## src/source/neuralLayer_settings.svh

```systemverilog
`ifndef NEURAL_LAYER_SETTINGS_SVH
`define NEURAL_LAYER_SETTINGS_SVH

// Features per input vector
`define LAYER_INPUTS 15

// Neurons in the layer, all fed the same vector
`define LAYER_NEURONS 4

// Width of features, weights, biases and activations
`define DATA_WIDTH 8

// Result queue entries
// Also the number of credits the upstream holds after reset
`define QUEUE_DEPTH 4

// Wide enough to count up to QUEUE_DEPTH
`define CREDIT_WIDTH 3

`endif

```

## src/source/neuralLayerPkg.sv

```systemverilog
`default_nettype none

`include "neuralLayer_settings.svh"

package neuralLayerPkg;

	// Target of a weight write
	typedef enum logic
	{
		opWeight,
		opBias
	} weightOp_t;

	// Named signed word so elements of packed arrays stay signed
	typedef logic signed [`DATA_WIDTH-1:0] dataWord_t;

	typedef struct packed
	{
		dataWord_t [`LAYER_INPUTS-1:0] data;
	} featureVector_t;

	typedef struct packed
	{
		weightOp_t op;
		logic [$clog2(`LAYER_NEURONS)-1:0] neuronIndex;
		// Don't care for bias writes
		logic [$clog2(`LAYER_INPUTS)-1:0] inputIndex;
		dataWord_t value;
	} weightWrite_t;

	typedef struct packed
	{
		dataWord_t [`LAYER_INPUTS-1:0] weight;
		dataWord_t bias;
	} neuronWeights_t;

	// Post-ReLU outputs are never negative
	typedef struct packed
	{
		logic [`LAYER_NEURONS-1:0][`DATA_WIDTH-1:0] activation;
	} layerResult_t;

endpackage

`default_nettype wire

```

## src/source/reluNeuron.sv

```systemverilog
`default_nettype none

`include "neuralLayer_settings.svh"

module reluNeuron
(
	input wire logic clk,
	input wire logic reset,
	input wire logic inValid,
	input wire neuralLayerPkg::featureVector_t inData,
	input wire neuralLayerPkg::neuronWeights_t weights,
	output logic outValid,
	output logic [7:0] activation
);

	import neuralLayerPkg::*;

	featureVector_t featureReg;
	logic featureValid;
	logic signed [2*`DATA_WIDTH-1:0] product [`LAYER_INPUTS];
	logic [`DATA_WIDTH-1:0] sumNext;
	logic [`DATA_WIDTH-1:0] sumReg;
	logic sumValid;

	// Valid bit follows the three data stages
	always_ff @(posedge clk)
	begin
		if (reset)
		begin
			featureValid <= 1'b0;
			sumValid <= 1'b0;
			outValid <= 1'b0;
		end
		else
		begin
			featureValid <= inValid;
			sumValid <= featureValid;
			outValid <= sumValid;
		end
	end

	// Stage 1 captures the features
	always_ff @(posedge clk)
	begin
		if (inValid)
		begin
			featureReg <= inData;
		end
	end

	// Full products, of which only the low byte is summed
	always_comb
	begin
		for (int i = 0; i < `LAYER_INPUTS; i++)
		begin
			product[i] = featureReg.data[i] * weights.weight[i];
		end
	end

	// Wraps modulo 256, no saturation
	always_comb
	begin
		sumNext = weights.bias;
		for (int i = 0; i < `LAYER_INPUTS; i++)
		begin
			sumNext = sumNext + product[i][`DATA_WIDTH-1:0];
		end
	end

	// Stage 2 holds the sum, stage 3 the ReLU output
	always_ff @(posedge clk)
	begin
		sumReg <= sumNext;
		if (sumReg[`DATA_WIDTH-1])
		begin
			activation <= '0;
		end
		else
		begin
			activation <= sumReg;
		end
	end

endmodule

`default_nettype wire

```

## config.mk

```make
export PLATFORM = sky130hd
export DESIGN_NAME = reluNeuron
export DESIGN_NICKNAME = d
export VERILOG_FILES = /design/src/source/neuralLayerPkg.sv /design/src/source/reluNeuron.sv
export VERILOG_INCLUDE_DIRS = /design/src /design/src/source
export SDC_FILE = /design/constraint.sdc
export NUM_CORES = 1
export LEC_CHECK = 0
export BUFFER_PORTS_ARGS = -buffer_cell sky130_fd_sc_hd__buf_4
export CAP_MARGIN = 40
export CORE_AREA = 2 2 194 196
export CTS_BUF_LIST = sky130_fd_sc_hd__clkbuf_8 sky130_fd_sc_hd__clkbuf_16
export CTS_CLUSTER_SIZE = 20
export DETAILED_ROUTE_END_ITERATION = 10
export DIE_AREA = 0 0 196 198
export GPL_ROUTABILITY_DRIVEN = 0
export PLACE_DENSITY_LB_ADDON = 0.1
export RECOVER_POWER = 50
export SYNTH_ARGS = -nofsm -noshare
export SYNTH_HDL_FRONTEND = slang
export SYNTH_SLANG_ARGS = --single-unit
```

## constraint.sdc

```tcl
create_clock -name clk -period 8.9 [get_ports clk]
set_input_delay 1.78 -clock clk [delete_from_list [all_inputs] [get_ports clk]]
set_output_delay 1.78 -clock clk [all_outputs]
set_load 0.03 [all_outputs]
```

==> results of run 1 <==
[final timing paths]
check | from | endpoint | slack (ns) | cells after the start
hold reg to reg | sumReg[2]$_DFF_P_ | activation[2]$_SDFF_PP0_ | 0.44 | 1
hold / removal | sumReg[2]$_DFF_P_ | activation[2]$_SDFF_PP0_ | 0.44 | 1
setup / recovery | weights[72] | sumReg[7]$_DFF_P_ | -0.17 | 27
setup reg to reg | featureReg[68]$_DFFE_PP_ | sumReg[7]$_DFF_P_ | 0.75 | 26
[kinds of logic after synthesis]
family          after synthesis  synth area share
compound gates                4           0.00127
xor+xnor                    256             0.117
fa+ha+maj                   539             0.456
buf+inv                     437            0.0835
flops                       138             0.201
other cells                   1          0.000190
simple gates                550             0.141
[final cells by class]
type / instances / area (sq um) / area share
Timing Repair Buffer: 347 / 2620 / 0.112
Inverter: 436 / 1640 / 0.0696
Sequential cell: 138 / 3960 / 0.168
Tap cell: 474 / 593 / 0.0252
Clock buffer: 17 / 425 / 0.0181
Multi-Input combinational cell: 1350 / 14100 / 0.601
Clock inverter: 15 / 150 / 0.00638
[sequential cells by signal (all words and copies together) (netlist names)]
name / count
featureValid: 1
outValid: 1
sumReg: 8
sumValid: 1
activation: 7
featureReg: 120
[layout by cell type, fill, tap and decap left out, types with 5 or more instances in the layout]
cell	Yosys	routed
sky130_fd_sc_hd__clkbuf_16	0	17
sky130_fd_sc_hd__nand2_1	265	264
sky130_fd_sc_hd__dfxtp_1	18	18
sky130_fd_sc_hd__edfxtp_1	120	120
sky130_fd_sc_hd__clkbuf_1	0	5
sky130_fd_sc_hd__ha_1	242	240
sky130_fd_sc_hd__xnor2_1	212	209
sky130_fd_sc_hd__inv_6	0	7
sky130_fd_sc_hd__clkbuf_4	0	117
sky130_fd_sc_hd__nand2b_1	7	7
sky130_fd_sc_hd__xor2_1	39	39
sky130_fd_sc_hd__fa_1	297	295
sky130_fd_sc_hd__nor2b_1	16	16
sky130_fd_sc_hd__and2_1	260	259
sky130_fd_sc_hd__buf_4	1	222
sky130_fd_sc_hd__xnor2_2	2	5
sky130_fd_sc_hd__inv_1	436	435
[repair_timing]
action,CTS,global route
cloned,0,0
pin swaps,4,2
gates resized for setup,4,0
endpoints found under the setup margin,1,1
[per-layer routing]
layer  GRT usage  vias up  wire, um  share of wire
met5     0.00639        -        33        0.00067
met4      0.0923        2      1260          0.025
met3      0.0550       55      2720          0.055
met2       0.447      341     23400           0.47
met1       0.369     6652     22200           0.45
li1            -     6457         -              -
[stage by stage]
| stage | cells | worst slack [ns] |
|---|---|---|
| 2_1_floorplan | 1925 | -0.191 |
| 3_3_place_gp | 2745 | -0.861 |
| 3_5_place_dp | 2745 | -1.05 |
| 4_1_cts | 2777 | -0.165 |
| 5_1_grt | 2777 | -0.493 |
| 6_report | 2777 | -0.173 |
==> flow_summary.ini, run 1 <==
[cts]
clockBufferDepth = 2
cts_tree = done
cts_made_buffers = 17
clk-insertion-delay-late_ns = 0.49
ctsHoldBuffers = 0
tritoncts_num_sinks = 138
cts.reportedPaths.clkPinSlew_ns = 0.06
clk_root_buffer_cell = sky130_fd_sc_hd__clkbuf_16
htreeDepth = 4
postCtsSetupRepairBufs = 0

[logic_synthesis]
yosysTopAreaCell = sky130_fd_sc_hd__fa_1
number_of_synthesis_warnings = 0
synth_nets = 2715
synth_edf_count = 120
yosys_most_used_dff = sky130_fd_sc_hd__edfxtp_1
synth.top_cells.by_area = sky130_fd_sc_hd__fa_1 (30%), sky130_fd_sc_hd__edfxtp_1 (18%), sky130_fd_sc_hd__ha_1 (15%)
syn_area_per_cell_sq_um = 10.2
synth_top_cells_by_count = sky130_fd_sc_hd__inv_1 (436), sky130_fd_sc_hd__fa_1 (297), sky130_fd_sc_hd__nand2_1 (265)
combined_area_of_all_synthesized_cells_sq_mm = 0.0197
synth_seq_area_share = 0.201
synth.most_common_cell = sky130_fd_sc_hd__inv_1
synth_cell_type_count = 19
synth.top_cell.area_share = 0.302
syn_inst = 1925
async_flop_share = 0
postSynthRegisterBits = 138

[critical_path]
cp_max_fo = 2
max_stage_delay_ns = 0.56
worst-endpoint-required_ns = 9.26
cpMostUsedCell = sky130_fd_sc_hd__fa_1
startpoint_type = input port
setup.worst_path.class = in -> reg
critical_path.endpoint_type = flop
buf_inv_on_cp = 7
worst_ep_arrival_time_ns = 9.43
top_family_by_delay_on_critical_path = adder cells
critPathSlowestCell = sky130_fd_sc_hd__fa_1

[die]
die_area_sq_mm = 0.0388
fp.dieW_um = 196
fp.dieH_um = 198
boundaryPins = 260
effective_utilization_at_floorplan = 0.533
design.core.area_sq_mm = 0.0370
std_cell_rows = 71

[cells_and_area]
drive_above_1_share = 0.168
layout.core_utilization = 0.637
filler_cell_count = 3106
insertedDiodeCount = 0
design_area_sq_mm = 0.0235
finish.net_count = 3080
area_growth_pct = 19.5

[drt]
postRouteWirelength_um = 49600
drt-wirelength-per-cell_um = 17.9
drt_iter0_drc = 538
drt_drc_violations_left = 0
number_of_optimization_iterations_in_the_first_detailed_route_pass = 5
detail-route-antenna-nets = 0
avgViaCountPerCell = 4.86
detailroute.via_count = 13500

[sta]
setup_viol = 1
clock_skew_after_layout_ns = 0.0155
report.final.slew_viol_count = 54
fin_tns_setup_ns = -0.173
setup_repair_after_global_routing_missed_its_margin = yes
finalCritPeriodShare = 1.02
worst_pin_slew_ns = 3.06
hold_slack_ns = 0.439
final.setup.worst_slack_ns = -0.173
timing.fmax_ghz = 0.110
final_hold_vios = 0
final_period_minus_worst_setup_slack_ns = 9.07
max_slew_margin = -1.04

[grt]
grt_first_pass_wirelength_um = 79000
grt_antenna_before_repair = 0
grt_overflow = 0
largest_net_degree_at_the_start_of_global_routing = 70
grt_util_all_layers = 0.275
first_global_vias = 15000

[place]
place_area_sq_mm = 0.0229
dp_hpwl_um = 43800
numPortBuffers = 258

[outcome]
outcome = finished with violations
failed_checks = max-capacitance violations, max-slew violations, negative setup slack

[run]
maxCapViolations = 1

[hold_path]
hold_path.class = reg -> reg
Power of run 1 is left out: the tool's default activity adds up to more than one toggle a clock period on the data nets, which glitch-free logic cannot reach.
==> run 2, diff against run 1 <==
- MAX_ROUTING_LAYER: not set -> met4
==> flow_summary.ini, run 2 (synthesis gave the netlist of run 1 again) <==
[sta]
setup_viol = 1
final_hold_vios = 0
setup_repair_after_global_routing_missed_its_margin = yes
fin_tns_setup_ns = -0.174
max_slew_margin = -1.04
worst_pin_slew_ns = 3.07
report.final.slew_viol_count = 54
finalCritPeriodShare = 1.02
final.setup.worst_slack_ns = -0.174
clock_skew_after_layout_ns = 0.0160
final_period_minus_worst_setup_slack_ns = 9.07
timing.fmax_ghz = 0.110

[die]
boundaryPins = 260
fp.dieW_um = 196
std_cell_rows = 71
design.core.area_sq_mm = 0.0370
die_area_sq_mm = 0.0388
effective_utilization_at_floorplan = 0.533
fp.dieH_um = 198

[critical_path]
startpoint_type = input port
top_family_by_delay_on_critical_path = adder cells
cp_max_fo = 2
buf_inv_on_cp = 7
worst_ep_arrival_time_ns = 9.43
worst-endpoint-required_ns = 9.26
critPathSlowestCell = sky130_fd_sc_hd__fa_1
max_stage_delay_ns = 0.56
cpMostUsedCell = sky130_fd_sc_hd__fa_1
critical_path.endpoint_type = flop
setup.worst_path.class = in -> reg

[cts]
clk_root_buffer_cell = sky130_fd_sc_hd__clkbuf_16
tritoncts_num_sinks = 138
clk-insertion-delay-late_ns = 0.49
ctsHoldBuffers = 0
cts_tree = done
clockBufferDepth = 2
htreeDepth = 4
postCtsSetupRepairBufs = 0
cts_made_buffers = 17
cts.reportedPaths.clkPinSlew_ns = 0.06

[place]
dp_cells = 2745
dp_hpwl_um = 43800
numPortBuffers = 258
post-place-ws_ns = -1.05

[cells_and_area]
finish.net_count = 3080
layout.core_utilization = 0.637
insertedDiodeCount = 0
final_cells = 2777
top_registers = featureReg x120, sumReg x8, activation x7
largest_register = featureReg
top_library_cells_by_usage_in_the_layout_fill_and_taps_aside = sky130_fd_sc_hd__inv_1 (435), sky130_fd_sc_hd__fa_1 (295), sky130_fd_sc_hd__nand2_1 (264), sky130_fd_sc_hd__and2_1 (259), sky130_fd_sc_hd__ha_1 (240)
area_growth_pct = 19.5
largest_register_ff_count = 120
final_common_cell = sky130_fd_sc_hd__inv_1
drive_above_1_share = 0.168

[grt]
first_global_vias = 14900
grt_overflow = 0
grt_first_pass_wirelength_um = 79000
largest_net_degree_at_the_start_of_global_routing = 70
grt_util_all_layers = 0.283
grt_antenna_before_repair = 0

[drt]
postRouteWirelength_um = 49600
avgViaCountPerCell = 4.85
number_of_optimization_iterations_in_the_first_detailed_route_pass = 5
drt_drc_violations_left = 0
drt_iter0_drc = 606
detailroute.via_count = 13500
detail-route-antenna-nets = 0
drt-wirelength-per-cell_um = 17.9

[hold_path]
hold_path.class = reg -> reg

[outcome]
failed_checks = max-capacitance violations, max-slew violations, negative setup slack
outcome = finished with violations

[run]
maxCapViolations = 1
run 2: worst paths after layout:
kind,start,endpoint,slack [ns],cells past startpoint
max,weights[72],sumReg[7]$_DFF_P_,-0.17,27
min reg2reg,sumReg[2]$_DFF_P_,activation[2]$_SDFF_PP0_,0.44,1
max reg2reg,featureReg[68]$_DFFE_PP_,sumReg[7]$_DFF_P_,0.74,26
min,sumReg[2]$_DFF_P_,activation[2]$_SDFF_PP0_,0.44,1
run 2: through the flow:
stage	instance area [sq um]	hold WS (ns)
floorplan	19700	0.414
global placement	22900	0.426
detailed placement	22900	0.426
CTS	23500	0.441
global route	23500	0.450
finish	23500	0.439
run 2: layout make-up:
class                      instances  area [sq um]
sequential                       138          3960
multi-input combinational       1350         14100
inverter                         436          1640
timing repair buffer             347          2620
clock inverter                    15           150
fill                            3106         13400
tap                              474           593
clock buffer                      17           425
run 2: what timing repair did:
| item | in CTS | in global routing |
|---|---|---|
| pin swaps | 4 | 2 |
| resized for setup | 4 | 0 |
| setup endpoints to repair | 1 | 1 |
run 2: per-layer routing:
| metal | GRT usage | part of all wire | vias to the layer above |
|---|---|---|---|
| met5 | - | 0 | - |
| met4 | 0.0873 | 0.024 | 0 |
| met3 | 0.0535 | 0.052 | 54 |
| met2 | 0.448 | 0.47 | 325 |
| met1 | 0.372 | 0.45 | 6646 |
| li1 | - | - | 6457 |
Power of run 2 is left out for the same reason.
