<file path="config.mk">
export PLATFORM = sky130hd
export DESIGN_NAME = weightStore
export DESIGN_NICKNAME = d
export VERILOG_FILES = /design/src/source/neuralLayerPkg.sv /design/src/source/weightStore.sv
export VERILOG_INCLUDE_DIRS = /design/src /design/src/source
export SDC_FILE = /design/constraint.sdc
export NUM_CORES = 1
export LEC_CHECK = 0
export BUFFER_PORTS_ARGS = -buffer_cell sky130_fd_sc_hd__buf_2
export CELL_PAD_IN_SITES_DETAIL_PLACEMENT = 0
export CELL_PAD_IN_SITES_GLOBAL_PLACEMENT = 1
export CORE_MARGIN = 3
export CORE_UTILIZATION = 35
export CTS_CLUSTER_SIZE = 30
export DETAILED_ROUTE_END_ITERATION = 8
export PLACE_DENSITY_LB_ADDON = 0.08
export SYNTH_ARGS = -nofsm -noshare
export SYNTH_HDL_FRONTEND = slang
export SYNTH_SLANG_ARGS = --single-unit
</file>
<file path="constraint.sdc">
create_clock -name clk -period 1.7 [get_ports clk]
set_input_delay 0.085 -clock clk [delete_from_list [all_inputs] [get_ports clk]]
set_output_delay 0.085 -clock clk [all_outputs]
set_load 0.01 [all_outputs]
</file>
<file path="src/source/neuralLayer_settings.svh">
`ifndef NEURAL_LAYER_SETTINGS_SVH
`define NEURAL_LAYER_SETTINGS_SVH

// Features per input vector
`define LAYER_INPUTS 15

// Neurons in the layer, all fed the same vector
`define LAYER_NEURONS 4

// Width of features, weights, biases and activations
`define DATA_WIDTH 8

// Result queue entries
// Also the number of credits the upstream holds after reset
`define QUEUE_DEPTH 4

// Wide enough to count up to QUEUE_DEPTH
`define CREDIT_WIDTH 3

`endif

</file>
<file path="src/source/neuralLayerPkg.sv">
`default_nettype none

`include "neuralLayer_settings.svh"

package neuralLayerPkg;

	// Target of a weight write
	typedef enum logic
	{
		opWeight,
		opBias
	} weightOp_t;

	// Named signed word so elements of packed arrays stay signed
	typedef logic signed [`DATA_WIDTH-1:0] dataWord_t;

	typedef struct packed
	{
		dataWord_t [`LAYER_INPUTS-1:0] data;
	} featureVector_t;

	typedef struct packed
	{
		weightOp_t op;
		logic [$clog2(`LAYER_NEURONS)-1:0] neuronIndex;
		// Don't care for bias writes
		logic [$clog2(`LAYER_INPUTS)-1:0] inputIndex;
		dataWord_t value;
	} weightWrite_t;

	typedef struct packed
	{
		dataWord_t [`LAYER_INPUTS-1:0] weight;
		dataWord_t bias;
	} neuronWeights_t;

	// Post-ReLU outputs are never negative
	typedef struct packed
	{
		logic [`LAYER_NEURONS-1:0][`DATA_WIDTH-1:0] activation;
	} layerResult_t;

endpackage

`default_nettype wire

</file>
<file path="src/source/weightStore.sv">
`default_nettype none

`include "neuralLayer_settings.svh"

module weightStore
(
	input wire logic clk,
	input wire logic reset,
	input wire logic weightValid,
	input wire neuralLayerPkg::weightWrite_t weightData,
	output neuralLayerPkg::neuronWeights_t [`LAYER_NEURONS-1:0] neuronWeights
);

	import neuralLayerPkg::*;

	logic [`LAYER_NEURONS-1:0] neuronSelect;
	logic [`LAYER_INPUTS-1:0] inputSelect;
	logic biasWrite;
	logic weightWrite;

	// One-hot neuron select from the write index
	always_comb
	begin
		neuronSelect = '0;
		if (weightValid)
		begin
			neuronSelect[weightData.neuronIndex] = 1'b1;
		end
	end

	// Index 15 selects nothing
	always_comb
	begin
		inputSelect = '0;
		for (int i = 0; i < `LAYER_INPUTS; i++)
		begin
			if (weightData.inputIndex == i)
			begin
				inputSelect[i] = 1'b1;
			end
		end
	end

	assign biasWrite = weightData.op == opBias;
	assign weightWrite = weightData.op == opWeight;

	// At most one register changes per cycle
	always_ff @(posedge clk)
	begin
		if (reset)
		begin
			neuronWeights <= '0;
		end
		else
		begin
			for (int n = 0; n < `LAYER_NEURONS; n++)
			begin
				if (neuronSelect[n] && biasWrite)
				begin
					neuronWeights[n].bias <= weightData.value;
				end
				for (int i = 0; i < `LAYER_INPUTS; i++)
				begin
					if (neuronSelect[n] && weightWrite && inputSelect[i])
					begin
						neuronWeights[n].weight[i] <= weightData.value;
					end
				end
			end
		end
	end

endmodule

`default_nettype wire

</file>
==> results of run 1 <==
## cells by family after synthesis
group | Yosys count
and+or+nand+nor | 614
AOI/OAI and AO/OA | 24
buffers and inverters | 145
DFF | 512
muxes | 488
## layout make-up
cell class / count / share of cell area
Sequential cell: 512 / 0.399
Multi-Input combinational cell: 1126 / 0.348
Clock inverter: 12 / 0.00525
Timing Repair Buffer: 621 / 0.145
Tap cell: 748 / 0.0364
Clock buffer: 87 / 0.0664
Antenna cell: 1 / 0.0000973
## through the flow
stage	cell area (sq um)	total power, mW
4_1_cts	25700	25.7
3_5_place_dp	23700	13.5
6_report	25700	25.4
2_1_floorplan	19700	12.9
5_1_grt	25700	26.3
3_3_place_gp	23700	13.5
## Yosys cell counts, types with 2 or more instances
library cell  number
nand3b_1          16
nand2_2           27
mux2i_1          488
nor2_1             8
dfxtp_1          512
and4b_1            6
nand4b_1           2
nor4bb_1           9
buf_2             13
buf_4              2
nand2b_1         488
a21oi_1            8
o21ai_0           16
and2_1             2
nand2_1           49
nor4b_2            4
clkbuf_1         127
## worst max-delay path: stages
cell	delay [ps]
dlygate4sd3_1	610
buf_8	280
buf_12	280
buf_12	310
nand2b_1	170
mux2i_1	70
## routing by layer
layer  track usage  share of wire  wire length [microns]
met3        0.0722          0.072                   4960
met5             0        0.00058                     40
met4        0.0627          0.026                   1790
met2         0.388           0.48                  33200
met1         0.280           0.42                  29100
## repair_timing
item                                   CTS  global route
hold buffers                            13             0
setup buffers                            0             0
resized for setup                        0             0
endpoints found under the hold margin   52             0
## placed cells by master (no fill, tap or decap), types with 5 or more instances in the layout
cell and n:
clkinv_2 9, nor4b_2 5, nand2b_4 7, dfxtp_1 512, nand2b_1 480, and4b_1 6, nand2_2 27, nor4bb_2 6
nand2_1 49, clkbuf_8 17, clkbuf_1 13, mux2i_1 488, dlygate4sd3_1 13, buf_4 51, a21oi_1 8, buf_2 528
nand3b_1 16, buf_12 28, o21ai_0 16, clkbuf_16 57, nor2_1 8
## power by group through the flow
stage | Sequential (mW) | Clock, mW | Combinational (mW)
6_report | 12.1 | 12.2 | 1.15
4_1_cts | 12.1 | 12.5 | 1.17
3_5_place_dp | 12.3 | 0 | 1.15
2_1_floorplan | 12.3 | 0 | 0.593
3_3_place_gp | 12.3 | 0 | 1.14
5_1_grt | 12.1 | 13.0 | 1.22
## worst max-delay path by stage
| stage | end | startpoint | slack [ps] |
|---|---|---|---|
| after global routing | neuronWeights[102] | reset | 200 |
| final | neuronWeights[47] | reset | 270 |
| after global placement | neuronWeights[164] | weightData[8] | 50 |
| after detailed placement | neuronWeights[164] | weightData[8] | -20 |
| after floorplan | neuronWeights[16] | weightValid | 310 |
| after CTS | neuronWeights[506] | reset | 320 |
==> out/results.ini, run 1 <==
[placed_design]
dp_cells = 2994
dpl.hpwl_mm = 48.1
port_buffers = 529
gp_congestion = 0.769
place_ws_ps = -23.7

[worst_setup_path]
rrSetupSlack_ps = 540
r2r_cells = 3
arrival_ps = 1900
start_kind = input port
r2r-end = neuronWeights[263]
worstPathMaxFanout = 93
end_kind = flop
cp.required_ps = 2170
path_class = in2reg
timing.rr.start = neuronWeights[263]

[timing]
fin_skew_ps = 0
hold_slack_ps = 88.9
grt_setup_unrepaired = false
period_needed_ps = 1430
max_slew_margin = 0.637
fmax_ghz = 0.701
setup_viol = 0
slew_violations = 0
setup_ws_ps = 274
tightest_slew_ps = 544
final_hold_viol_count = 0
finalSetupTns_ps = 0
period_share = 0.839

[route]
wl_per_cell_microns = 22.3
drt_iter0_markers = 582
post-route-drc-count = 0
viasPerCell = 4.67
drt-total-wl_mm = 69.2
drtAntennaViolNets = 0
vias = 14500
dr.pass1.iters = 4

[floorplanning]
initial_core_util = 0.355
core_area_sq_um = 55300
num_rows = 86
die_y_microns = 243
num_io_pins = 530
die_area_sq_um = 59000
fp.dieW_microns = 243

[finish]
largest-register = neuronWeights
final_util = 0.465
area_delta_synth_final_pct = 30.9
n_fill_cell = 5342
drive_gt1_frac = 0.315
finalNetCount = 2336
reg.largest.list = neuronWeights x512
final_cell_count_no_fill = 3107
largest_reg_flops = 512
seq_area_sq_um = 10200
multi_input_area_sq_um = 8960

[power_and_ir_drop]
switchingPower_mw = 5.58
power.clock.fraction = 0.480
p_seq_frac = 0.475
p_sw_frac = 0.220
ir_worst_vdd_mv = 0.635
power.leakage_nw = 14.2
combPwrFrac = 0.045
power.internal_mw = 19.8
p_per_area_nw_per_um2 = 988

[yosys]
synth_xor_area_frac = 0
syn_area_sq_um = 19700
ys_seq_area_frac = 0.521
ys_types = 23
synth_area_leader_cell = dfxtp_1
synth_edf_count = 0
muxShareOfSynthArea = 0.249
syn_avg_cell_area_sq_um = 11.0
synthesis.nets = 1801
synth_top_area_share = 0.521
yosys.area_share.simple = 0.195
synth_ff_type = dfxtp_1
ys_async_sr_fraction = 0
synth_seq_cells = 512
ys_top_cells_by_area = dfxtp_1 52%, mux2i_1 25%, nand2b_1 16%
synthAdderAreaFrac = 0
syn-instance-count = 1783
synth_top_family_by_area = multiplexers
yosysWarnings = 0
synth_compound_area_frac = 0.00611

[clocking]
cts_made_buffers = 57
tritoncts = yes
insertion_delay_ps = 590
root_buffer = clkbuf_16
clock_sinks = 512
clk_pin_slew_ps = 60
cts_buffer_depth = 3
htree_levels = 2

[global_route]
grt_pass1_vias = 14800
grt_overflow = 0
grt_max_degree = 94
grt_usage = 0.229
grt_pass1_wl_mm = 102
antenna_found_initial = 3

[hold_path]
hold_depth = 4
hp-start = weightValid
min_to = neuronWeights[387]
worstHoldPathType = in2reg

[job]
max_cap_violations = 0

[run_status]
status = finished clean

Power figures use the tool's default switching activity.
==> run 2: changes to the inputs <==
Settings changed: ABC_AREA set to 1, CORE_UTILIZATION 35 to 33.
Clock period 1.7 ns to 1.2 ns, I/O delays scaled along.
==> run 2 against run 1 <==
Clock power is 49% higher. Clock skew unchanged. Routed wire length up 21%. Flip-flop and latch count unchanged. Total power grew 49%. Die area up 6.8%. Clock-buffer cell count grew 3.
==> out/results.ini, run 2 <==
[run_status]
status = finished clean

[route]
vias = 20600
drt_iter0_markers = 1224
dr.pass1.iters = 6
viasPerCell = 4.80
drt-total-wl_mm = 83.7
drtAntennaViolNets = 0
post-route-drc-count = 0
wl_per_cell_microns = 19.5

[floorplanning]
core_area_sq_um = 59200
num_io_pins = 530
fp.dieW_microns = 251
die_y_microns = 251
initial_core_util = 0.335
die_area_sq_um = 63000
num_rows = 89

[placed_design]
port_buffers = 529
gp_congestion = 0.836
dpl.hpwl_mm = 58.2

[clocking]
root_buffer = clkbuf_16
tritoncts = yes
cts_buffer_depth = 3
cts_made_buffers = 58
htree_levels = 2
insertion_delay_ps = 610
clock_sinks = 512
clk_pin_slew_ps = 60

[timing]
final_hold_viol_count = 0
tightest_slew_ps = 471
max_slew_margin = 0.685
period_share = 0.972
period_needed_ps = 1170
slew_violations = 0
fin_skew_ps = 0
hold_slack_ps = 32.2
setup_viol = 0
grt_setup_unrepaired = true
fmax_ghz = 0.857
finalSetupTns_ps = 0

[global_route]
grt_overflow = 0
grt_pass1_vias = 19100
antenna_found_initial = 4
grt_pass1_wl_mm = 122
grt_max_degree = 72
grt_usage = 0.253

[yosys]
ys_seq_area_frac = 0.517
syn-instance-count = 2870
synth_edf_count = 0
synth_compound_area_frac = 0.0121
ys_top_cells_by_area = dfxtp_1 52%, nor2_1 20%, nand2_1 11%
muxShareOfSynthArea = 0
synth_xor_area_frac = 0
synth_top_family_by_area = simple AND/OR/NAND/NOR gates
ys_types = 18
syn_avg_cell_area_sq_um = 6.91
ys_async_sr_fraction = 0
synthesis.nets = 2888
synth_top_area_share = 0.517
netlist_top_cells_count = 1031 x nor2_1, 604 x nand2_1, 512 x dfxtp_1
yosys.area_share.simple = 0.423
synth_ff_type = dfxtp_1
synth_area_leader_cell = dfxtp_1
synthAdderAreaFrac = 0
syn_area_sq_um = 19800
synth_seq_cells = 512
yosysWarnings = 0
yosysMostFrequentCell = nor2_1

[worst_setup_path]
end_kind = output port
worstPathMaxFanout = 2
crit_path_start = neuronWeights[59]
start_kind = flop
critical-path-max-stage-delay_ps = 380
cp_top_family = flip-flops
crit_chain = buf_6
path_class = reg2out
crit_slowest_cell = dfxtp_2
cp.required_ps = 1140
arrival_ps = 1110
timing.rr.start = neuronWeights[256]
critPathBufInv = 1

[finish]
seq_area_sq_um = 10600
largest-register = neuronWeights
drive_gt1_frac = 0.326
multi_input_area_sq_um = 8750
area_delta_synth_final_pct = 43.4
n_fill_cell = 5975
final_cell_mix = 1014 x nor2_1, 604 x nand2_1, 403 x nand3_1
antenna_cells = 0
reg.largest.list = neuronWeights x512
layout_commonest_cell = nor2_1
largest_reg_flops = 512
finalNetCount = 3485

[power_and_ir_drop]
switchingPower_mw = 9.06
p_per_area_nw_per_um2 = 1330
power.leakage_nw = 13.0
power.clock.fraction = 0.480
power_mw = 37.8
p_seq_frac = 0.454
power.internal_mw = 28.7
ir_worst_vdd_mv = 0.966
combPwrFrac = 0.066
p_sw_frac = 0.240

[hold_path]
hp-start = weightData[14]
worstHoldPathType = in2reg

[job]
max_cap_violations = 0

-- run 2: repair_timing --
item                                    4_1_cts  5_1_grt
gates resized for setup                     282      166
hold buffers                                 11        0
endpoints found under the setup margin      228      147
setup buffers                                 0        2
endpoints found under the hold margin        46        0
-- run 2: cells by family (layout without fill, tap and decap cells) --
kind of cell / Yosys count / after routing
AND/OR/NAND/NOR: 2073 / 2073
flip-flops: 512 / 512
buffers and inverters: 237 / 882
AO/OA/AOI/OAI: 48 / 48
-- run 2: power by group through the flow --
stage               sequential (mW)  clock, mW  combinational [mW]
floorplan                      17.6          0                1.22
global placement               17.5          0                2.44
detailed placement             17.5          0                2.45
CTS                            17.1       18.5                2.49
global route                   17.1       19.3                2.70
finish                         17.1       18.2                2.50
-- run 2: path summary, 6_finish.rpt --
path	end	slack, ps	cells past startpoint
setup / recovery	neuronWeights[59]	30	1
hold / removal	neuronWeights[132]	30	5
setup reg to reg	neuronWeights[256]	70	3
hold reg to reg	neuronWeights[0]	440	2
-- run 2: metrics by stage --
| stage | util | setup slack [ps] | cell area [sq um] | std cells |
|---|---|---|---|---|
| 3_3_place_gp | 0.427 | -245 | 25300 | 4167 |
| 4_1_cts | 0.473 | 0.0873 | 28000 | 4286 |
| 6_report | 0.480 | 33.8 | 28400 | 4288 |
| 3_5_place_dp | 0.427 | -245 | 25300 | 4167 |
| 2_1_floorplan | - | -40.6 | 19900 | 2870 |
| 5_1_grt | 0.480 | -4.16 | 28400 | 4288 |
-- run 2: worst register-to-register path: stages, from the launching register on --
cell,delay (ps)
dfxtp_1,330
nand2_1,70
a21oi_2,130
dlygate4sd3_1,560
-- run 2: area by class of cell --
| class | instances | area share |
|---|---|---|
| timing repair buffer | 738 | 0.211 |
| tap | 773 | 0.0340 |
| clock inverter | 18 | 0.00625 |
| inverter | 36 | 0.00511 |
| sequential | 512 | 0.373 |
| clock buffer | 90 | 0.0628 |
| multi-input combinational | 2121 | 0.308 |
-- run 2: per-layer routing --
metal,up-vias,GRT usage,routed length [microns]
li1,10100,-,-
met1,9714,0.323,35600
met2,605,0.434,40400
met3,124,0.0534,5410
met4,8,0.0709,2210
met5,-,0,69
