$ cat src/source/neuralLayer_settings.svh
`ifndef NEURAL_LAYER_SETTINGS_SVH
`define NEURAL_LAYER_SETTINGS_SVH

// Features per input vector
`define LAYER_INPUTS 15

// Neurons in the layer, all fed the same vector
`define LAYER_NEURONS 4

// Width of features, weights, biases and activations
`define DATA_WIDTH 8

// Result queue entries
// Also the number of credits the upstream holds after reset
`define QUEUE_DEPTH 4

// Wide enough to count up to QUEUE_DEPTH
`define CREDIT_WIDTH 3

`endif

$ cat src/source/neuralLayerPkg.sv
`default_nettype none

`include "neuralLayer_settings.svh"

package neuralLayerPkg;

	// Target of a weight write
	typedef enum logic
	{
		opWeight,
		opBias
	} weightOp_t;

	// Named signed word so elements of packed arrays stay signed
	typedef logic signed [`DATA_WIDTH-1:0] dataWord_t;

	typedef struct packed
	{
		dataWord_t [`LAYER_INPUTS-1:0] data;
	} featureVector_t;

	typedef struct packed
	{
		weightOp_t op;
		logic [$clog2(`LAYER_NEURONS)-1:0] neuronIndex;
		// Don't care for bias writes
		logic [$clog2(`LAYER_INPUTS)-1:0] inputIndex;
		dataWord_t value;
	} weightWrite_t;

	typedef struct packed
	{
		dataWord_t [`LAYER_INPUTS-1:0] weight;
		dataWord_t bias;
	} neuronWeights_t;

	// Post-ReLU outputs are never negative
	typedef struct packed
	{
		logic [`LAYER_NEURONS-1:0][`DATA_WIDTH-1:0] activation;
	} layerResult_t;

endpackage

`default_nettype wire

$ cat src/source/resultQueue.sv
`default_nettype none

`include "neuralLayer_settings.svh"

module resultQueue
(
	input wire logic clk,
	input wire logic reset,
	input wire logic writeValid,
	input wire neuralLayerPkg::layerResult_t writeData,
	input wire logic outCredit,
	output logic outValid,
	output neuralLayerPkg::layerResult_t outData,
	output logic inCredit
);

	import neuralLayerPkg::*;

	localparam int PTR_WIDTH = $clog2(`QUEUE_DEPTH);
	localparam int LAST_ENTRY = `QUEUE_DEPTH - 1;

	layerResult_t entries [`QUEUE_DEPTH];
	logic [PTR_WIDTH-1:0] writePtr;
	logic [PTR_WIDTH-1:0] readPtr;
	logic [`CREDIT_WIDTH-1:0] count;
	logic [`CREDIT_WIDTH-1:0] credits;
	logic notEmpty;
	logic haveCredit;
	logic pop;

	function automatic logic [PTR_WIDTH-1:0] nextPtr(input logic [PTR_WIDTH-1:0] ptr);
		if (ptr == PTR_WIDTH'(LAST_ENTRY))
		begin
			return '0;
		end
		return ptr + 1'b1;
	endfunction

	assign notEmpty = count != '0;
	assign haveCredit = credits != '0;

	// One entry leaves per cycle while both hold
	assign pop = notEmpty && haveCredit;

	// Every pop hands one credit back upstream
	assign outValid = pop;
	assign inCredit = pop;
	assign outData = entries[readPtr];

	// Upstream credits keep writes off a full queue
	always_ff @(posedge clk)
	begin
		if (writeValid)
		begin
			entries[writePtr] <= writeData;
		end
	end

	always_ff @(posedge clk)
	begin
		if (reset)
		begin
			writePtr <= '0;
			readPtr <= '0;
		end
		else
		begin
			if (writeValid)
			begin
				writePtr <= nextPtr(writePtr);
			end
			if (pop)
			begin
				readPtr <= nextPtr(readPtr);
			end
		end
	end

	// Occupancy, write and pop may coincide
	always_ff @(posedge clk)
	begin
		if (reset)
		begin
			count <= '0;
		end
		else
		begin
			case ({writeValid, pop})
				2'b10: count <= count + 1'b1;
				2'b01: count <= count - 1'b1;
				default: count <= count;
			endcase
		end
	end

	// Downstream credits, grant and spend in one cycle cancel
	always_ff @(posedge clk)
	begin
		if (reset)
		begin
			credits <= '0;
		end
		else
		begin
			case ({outCredit, pop})
				2'b10: credits <= credits + 1'b1;
				2'b01: credits <= credits - 1'b1;
				default: credits <= credits;
			endcase
		end
	end

endmodule

`default_nettype wire

$ cat config.mk
export PLATFORM = sky130hd
export DESIGN_NAME = resultQueue
export DESIGN_NICKNAME = d
export VERILOG_FILES = /design/src/source/neuralLayerPkg.sv /design/src/source/resultQueue.sv
export VERILOG_INCLUDE_DIRS = /design/src /design/src/source
export SDC_FILE = /design/constraint.sdc
export NUM_CORES = 1
export LEC_CHECK = 0
export ABC_CLOCK_PERIOD_IN_PS = 3500
export BUFFER_PORTS_ARGS = -buffer_cell sky130_fd_sc_hd__clkbuf_2
export CORE_MARGIN = 2
export CORE_UTILIZATION = 45
export DETAILED_ROUTE_END_ITERATION = 10
export PLACE_DENSITY = 0.65
export REMOVE_ABC_BUFFERS = 1
export SLEW_MARGIN = 5
export SYNTH_ARGS = -nofsm -noshare
export SYNTH_HDL_FRONTEND = slang
export SYNTH_SLANG_ARGS = --single-unit
$ cat constraint.sdc
create_clock -name clk -period 3.5 [get_ports clk]
set_input_delay 0.35 -clock clk [delete_from_list [all_inputs] [get_ports clk]]
set_output_delay 0.35 -clock clk [all_outputs]
set_load 0.03 [all_outputs]
==> summary.txt, run 1 <==
Finish
  • Final Cell Area: 6310 sq um
  • Final Net Count: 362
  • Filler cells: 906
  • Area growth syn-to-layout: 19.3%
  • Antenna Cells: 0
  • Share of cells above drive strength 1: 41.2%
  • FF+latch area: 4090 sq um
  • Multi-input combinational cell area: 1070 sq um
  • Finished Layout Cells: 473

Run status
  • Outcome: finished clean

Route
  • # DRC: 0
  • DR vias: 2433
  • WL/cell: 18.4 microns
  • Initial drt markers: 180
  • Drt pass-1 iters: 6
  • Final ANT Viol Nets: 0
  • Vias per cell: 5.14
  • Final wirelength: 8.68 mm

Die
  • Die Y: 112 microns
  • IO Pins: 70
  • Row count: 39
  • Die Wd: 112 microns
  • Die area: 12600 sq um
  • Core Region: 11400 sq um
  • Initial core utilization: 46.3%

GRT
  • Largest net degree at the start of global routing: 33
  • GRT Residual Overflow: 0
  • Vias in the first global route: 2618
  • Initial antenna violation count: 0
  • GRT Overall Usage: 14.8%
  • First-pass GRT wire length: 13.8 mm

Yosys
  • Synthesized area: 5280 sq um
  • Post-Syn Instances: 236
  • Top-area cell type share of the netlist area: 72.7%
  • Synth area leaders: edfxtp_1 73%, mux4_2 13%, dfxtp_1 4.5%
  • #FFs+latches synth: 140
  • Syn_area_per_cell: 22.4 sq um
  • Count of different cell masters after synthesis: 23
  • Yosys warning total: 0
  • Yosys top cell by area: edfxtp_1
  • Seq/Total Area, Yosys: 77.3%

STA
  • Setup violations, final: 0
  • TNS Setup: 0 ns
  • Slew of the pin with the lowest slew margin: 0.909 ns
  • Final period utilization: 71.7%
  • Final Max Slew Viols: 0
  • Fin crit period: 2.51 ns
  • Final hold violations: 0
  • RSZ-0062 raised after global routing: no
  • Fin Clk Skew: 0.00553 ns
  • Max-slew headroom: 39.4%
  • FMAX: 0.398 GHz

Power and ir drop
  • Leakage: 0.00220 uW
  • Worst VDD drop: 0.361 mV
  • Pwr dens: 764 nW/um^2

Placed design
  • Final HPWL DP: 5.11 mm
  • Port bufs: 69
  • Area post-placement: 5730 sq um
  • DP Cell Count: 441
  • Placer Congestion: 0.677

Critical path
  • Critical path startpoint category: flop
  • Worst setup EP type: output port
  • Worst Path Arrival: 2.16 ns
  • Worst setup path class: reg -> out
  • Critical-path maximum fanout: 14
  • CP Data Required Time: 3.15 ns

Clock tree
  • # resized after CTS: 0
  • Clk slew on worst S/H paths: 0.06 ns
  • Clock Path Buffers: 2
  • Root Driver: clkbuf_16
  • Clock Latency Late Sink: 0.40 ns
  • CTS tree: done
  • H-tree depth: 4
  • CTS Hold Buffers Added: 0
  • # Post-CTS Setup Buffers: 0
  • CTS sink cnt: 140
  • Cts bufs inserted: 17

Hold path
  • Hold Crit Class: in -> reg

Flow run
  • Maxcap violations: 0
## path summary, 6_finish.rpt
path	from	end	slack, ns	cells past startpoint
max	flop	outData[31]	0.99	3
min reg2reg	count[2]$_SDFFE_PP0P_	count[2]$_SDFFE_PP0P_	0.50	2
max reg2reg	count[0]$_SDFFE_PP0P_	credits[2]$_SDFFE_PP0P_	1.31	8
min	writeData[2]	entries[3][2]$_DFFE_PP_	0.17	1
## sequential cells by signal (all words and copies together), names as in the netlist, named ones only
register  count
entries     128
count         3
credits       3
readPtr       2
writePtr      2
## metrics by stage
step / total power, uW / worst slack, ns / hold WS [ns] / util, %
2_1_floorplan: 2850 / 0.777 / 0.419 / -
3_5_place_dp: 3170 / 1.31 / 0.489 / 50.2
3_3_place_gp: 3150 / 1.34 / 0.469 / 50.2
4_1_cts: 4890 / 0.899 / 0.152 / 55.2
5_1_grt: 5040 / 0.799 / 0.152 / 55.2
6_report: 4820 / 0.990 / 0.167 / 55.2
## cells by family after synthesis
group	synth area share, %
compound gates	0.852
xor+xnor	0.663
fa+ha+maj	2.42
buf+inv	2.56
flops	77.3
mux	14.2
simple gates	2.06
## routing by layer
metal | GRT usage, % | up-vias | part of all wire, %
met4 | 4.80 | 0 | 1.1
met5 | 0 | - | 0
li1 | - | 1125 | -
met3 | 5.56 | 9 | 6.1
met2 | 23.3 | 63 | 49
met1 | 19.3 | 1236 | 44
## layout make-up
class                   instances  share of cell area [%]
repair buffers                 71                    5.71
clock inverters                13                    2.22
multi-input cells              77                    17.0
well taps                     143                    2.84
clock buffers                  19                    6.87
flip-flops and latches        140                    64.8
inverters                      10                   0.595
## worst max-delay path, cell delays in order (launching register included)
cell and delay, ns:
dfxtp_2 0.63, buf_4 0.35, mux4_1 0.58, clkbuf_2 0.20
## cells in the mapped netlist (all sizes together)
library cell and n:
mux2i 2, and2 4, xor2 4, nor3b 1
nor2 9, dfxtp 12, inv 10, nand2b 2
edfxtp 128, clkbuf 1, a21oi 6, or4 1
nor3 2, or3 2, o21ai 3, buf 8
mux4 32, fa 2, ha 7
## placed cells by master (no fill, tap or decap)
| master | count |
|---|---|
| clkinv_2 | 3 |
| dfxtp_1 | 10 |
| clkinv_4 | 4 |
| clkbuf_1 | 2 |
| buf_4 | 2 |
| nor2_1 | 9 |
| o21ai_0 | 3 |
| bufinv_16 | 2 |
| clkbuf_2 | 69 |
| dfxtp_2 | 2 |
| xor2_1 | 4 |
| fa_1 | 2 |
| clkbuf_16 | 17 |
| ha_1 | 7 |
| nor3_1 | 2 |
| mux4_2 | 30 |
| a21oi_1 | 6 |
| nand2b_1 | 2 |
| edfxtp_1 | 128 |
| or3_1 | 2 |
| nor3b_1 | 1 |
| clkinv_1 | 1 |
| mux2i_1 | 2 |
| mux4_1 | 2 |
| or4_1 | 1 |
| inv_6 | 3 |
| and2_2 | 4 |
| inv_1 | 10 |
## power by group
group | internal, uW | switching [uW]
Combinational | 443 | 637
Clock | 1050 | 655
Sequential | 1930 | 97.2
Total | 3430 | 1390
Power figures use the tool's default switching activity.
==> run 2: changes to the inputs <==
--- a/config.mk
+++ b/config.mk
@@ -6,7 +6,8 @@
 export SDC_FILE = /design/constraint.sdc
 export NUM_CORES = 1
 export LEC_CHECK = 0
-export ABC_CLOCK_PERIOD_IN_PS = 3500
+export ABC_AREA = 1
+export ABC_CLOCK_PERIOD_IN_PS = 2600
 export BUFFER_PORTS_ARGS = -buffer_cell sky130_fd_sc_hd__clkbuf_2
 export CORE_MARGIN = 2
 export CORE_UTILIZATION = 45
==> constraint.sdc (replaced) <==
create_clock -name clk -period 2.6 [get_ports clk]
set_input_delay 0.26 -clock clk [delete_from_list [all_inputs] [get_ports clk]]
set_output_delay 0.26 -clock clk [all_outputs]
set_load 0.03 [all_outputs]
==> run 2 against run 1 <==
Effect of this change:
- sequential power increased by 33%
- first-iteration DRC count increased by 71%
- critical path depth increased by 1
- total power increased by 49%
- core utilization decreased by 0.50 points
- sequential share of layout area decreased by 2.1 points
- clock power increased by 56%
- critical endpoint is now outData[7]
- combinational power increased by 69%
- routed wire length increased by 24%
==> summary.txt, run 2 <==
Finish
  • Antenna Cells: 0 (unchanged)
  • Final Net Count: 520 (was 362)
  • Commonest cells after routing, fill and taps aside: 128 x edfxtp_1, 69 x nor2_1, 69 x clkbuf_2 (was 128 x edfxtp_1, 69 x clkbuf_2, 30 x mux4_2)
  • Finished Layout Cells: 635 (was 473)
  • Largest register by flop count: entries (unchanged)
  • Commonest non-fill, non-tap cell in the layout: edfxtp_1 (unchanged)
  • Area growth syn-to-layout: 19.8% (was 19.3%)
  • Largest register FFs: 128 (unchanged)
  • Largest regs: entries (128), count (3), credits (3) (unchanged)
  • Share of cells above drive strength 1: 22.5% (was 41.2%)

Yosys
  • Synth area leaders: edfxtp_1 71%, nor2_1 4.8%, dfxtp_1 4.4% (was edfxtp_1 73%, mux4_2 13%, dfxtp_1 4.5%)
  • EDFF count, synth: 128 (unchanged)
  • Yosys warning total: 0 (unchanged)
  • Ys flop type: edfxtp_1 (unchanged)
  • Count of different cell masters after synthesis: 21 (was 23)
  • Seq/Total Area, Yosys: 75.1% (was 77.3%)
  • Top-area cell type share of the netlist area: 70.7% (was 72.7%)
  • Asr flop ratio synth: 0% (unchanged)
  • Post-Syn Instances: 399 (was 236)
  • Count leader, synth: edfxtp_1 (unchanged)
  • Synthesized area: 5440 sq um (was 5280 sq um)
  • #FFs+latches synth: 140 (unchanged)
  • Post-synth top cells: 128 x edfxtp_1, 69 x nor2_1, 41 x o21ai_0 (was 128 x edfxtp_1, 30 x mux4_2, 12 x dfxtp_1)
  • Yosys top cell by area: edfxtp_1 (unchanged)
  • Syn_area_per_cell: 13.6 sq um (was 22.4 sq um)

GRT
  • Largest net degree at the start of global routing: 65 (was 33)
  • GRT Residual Overflow: 0 (unchanged)
  • GRT Overall Usage: 17.4% (was 14.8%)
  • First-pass GRT wire length: 16.8 mm (was 13.8 mm)
  • Vias in the first global route: 3171 (was 2618)
  • Initial antenna violation count: 0 (unchanged)

Critical path
  • CP Data Required Time: 2.34 ns (was 3.15 ns)
  • Crit path largest cell delay: 0.46 ns (was 0.63 ns)
  • Worst path bufs/invs: 2 (unchanged)
  • Crit Reg-Reg Endpoint: credits[2]$_SDFFE_PP0P_ (unchanged)
  • CP max-delay cell: inv_2 (was dfxtp_2)
  • Critical-path maximum fanout: 32 (was 14)
  • Ordered list of cells on the worst path: inv_2 > o21ai_1 > o22ai_1 > clkbuf_2 (was buf_4 > mux4_1 > clkbuf_2)
  • Flop-to-flop setup slack: 0.76 ns (was 1.31 ns)
  • R2r startpoint: credits[0]$_SDFFE_PP0P_ (was count[0]$_SDFFE_PP0P_)
  • Worst Path Arrival: 1.94 ns (was 2.16 ns)
  • Worst setup path class: reg -> out (unchanged)
  • Worst setup EP type: output port (unchanged)
  • Critical path startpoint category: flop (unchanged)
  • CP top delay family: buffers and inverters (was flip-flops)
  • R2R depth: 13 (was 8)

Die
  • Core Region: 11900 sq um (was 11400 sq um)
  • Die Y: 114 microns (was 112 microns)
  • Initial core utilization: 45.7% (was 46.3%)
  • IO Pins: 70 (unchanged)
  • Die area: 13000 sq um (was 12600 sq um)
  • Die Wd: 114 microns (was 112 microns)
  • Row count: 40 (was 39)

STA
  • RSZ-0062 raised after global routing: no (unchanged)
  • Final period utilization: 84.8%
  • Final Max Slew Viols: 0 (unchanged)
  • Final hold violations: 0 (unchanged)
  • Fin crit period: 2.20 ns
  • Slew of the pin with the lowest slew margin: 0.579 ns (was 0.909 ns)
  • Setup violations, final: 0 (unchanged)
  • FMAX: 0.454 GHz
  • Max-slew headroom: 61.3% (was 39.4%)
  • TNS Setup: 0 ns (unchanged)
  • Fin Clk Skew: 0.00755 ns (was 0.00553 ns)

Route
  • Wire length on met3: 817 microns (was 526 microns)
  • # DRC: 0 (unchanged)
  • Wire length on met2: 4.90 mm (was 4.23 mm)
  • WL/cell: 16.9 microns (was 18.4 microns)
  • DR vias: 3333 (was 2433)
  • Final wirelength: 10.7 mm (was 8.68 mm)
  • DR top layer: met4 (unchanged)
  • Wl on met1: 4.88 mm (was 3.84 mm)
  • Initial drt markers: 307 (was 180)
  • Final ANT Viol Nets: 0 (unchanged)
  • Vias per cell: 5.25 (was 5.14)
  • Drt pass-1 iters: 5 (was 6)

Run status
  • Outcome: finished clean (unchanged)

Power and ir drop
  • Worst VDD drop: 0.572 mV (was 0.361 mV)
  • Pwr dens: 1100 nW/um^2 (was 764 nW/um^2)
  • Leakage: 0.00244 uW (was 0.00220 uW)
  • Pwr Total: 7170 uW (was 4820 uW)

Hold path
  • Hold path cells: 2 (was 1)
  • Worst Hold Endpoint: writePtr[0]$_SDFFE_PP0P_ (was entries[3][2]$_DFFE_PP_)
  • Hold Crit Class: in -> reg (unchanged)
  • Worst hold path startpoint: reset (was writeData[2])

Placed design
  • Final HPWL DP: 6.19 mm (was 5.11 mm)
  • DP Cell Count: 603 (was 441)
  • Port bufs: 69 (unchanged)
  • Placer Congestion: 0.744 (was 0.677)

Clock tree
  • Clock Path Buffers: 2 (unchanged)
  • Cts bufs inserted: 17 (unchanged)
  • # Post-CTS Setup Buffers: 0 (unchanged)
  • CTS Hold Buffers Added: 0 (unchanged)
  • CTS sink cnt: 140 (unchanged)
  • # resized after CTS: 0 (unchanged)
  • Clock Latency Late Sink: 0.42 ns (was 0.40 ns)
  • Root Driver: clkbuf_16 (unchanged)
  • H-tree depth: 4 (unchanged)
  • CTS tree: done (unchanged)
  • Clk slew on worst S/H paths: 0.06 ns (about the same)

Flow run
  • Maxcap violations: 0 (unchanged)
[run 2: layout make-up]
cell class	count	area (sq um)
inverter	27	109
clock inverter	13	220
timing repair buffer	77	405
sequential	140	4090
tap	147	184
multi-input combinational	212	1080
clock buffer	19	433
fill	1009	5390
[run 2: worst max-delay path by stage]
stage,end,depth (start not counted),from,slack (ns)
floorplan,outData[0],2,flop,0.28
CTS,outData[7],4,flop,0.33
finish,outData[7],4,flop,0.40
global route,outData[26],4,flop,0.27
global placement,credits[2]$_SDFFE_PP0P_,13,count[0]$_SDFFE_PP0P_,0.83
detailed placement,credits[2]$_SDFFE_PP0P_,13,credits[0]$_SDFFE_PP0P_,0.78
[run 2: power by group]
part / internal [uW] / switching, uW / leakage [uW]
Clock: 1790 / 875 / 0.000319
Combinational: 498 / 1320 / 0.000844
Sequential: 2610 / 78.3 / 0.00128
[run 2: cells by family (layout without fill, tap and decap cells)]
logic type / Yosys count / after routing / share of synthesized area (%)
adder cells (fa/ha/maj): 9 / 9 / 2.35
buffers and inverters: 47 / 136 / 5.04
AND/OR/NAND/NOR: 94 / 94 / 6.78
AO/OA/AOI/OAI: 109 / 109 / 10.8
flip-flops: 140 / 140 / 75.1
[run 2: stage by stage]
step,setup WS (ns),cell area [sq um],hold WS (ns),utilization [%]
global route,0.267,6520,0.0447,54.7
CTS,0.334,6520,0.0263,54.7
global placement,0.833,5870,0.433,49.2
finish,0.396,6520,0.0329,54.7
detailed placement,0.784,5870,0.451,49.2
floorplan,0.284,5280,0.332,-
[run 2: metal layers]
metal / vias to the layer above / track usage [%]
li1: 1610 / -
met1: 1611 / 23.7
met2: 98 / 25.6
met3: 14 / 7.01
met4: 0 / 6.10
met5: - / 0
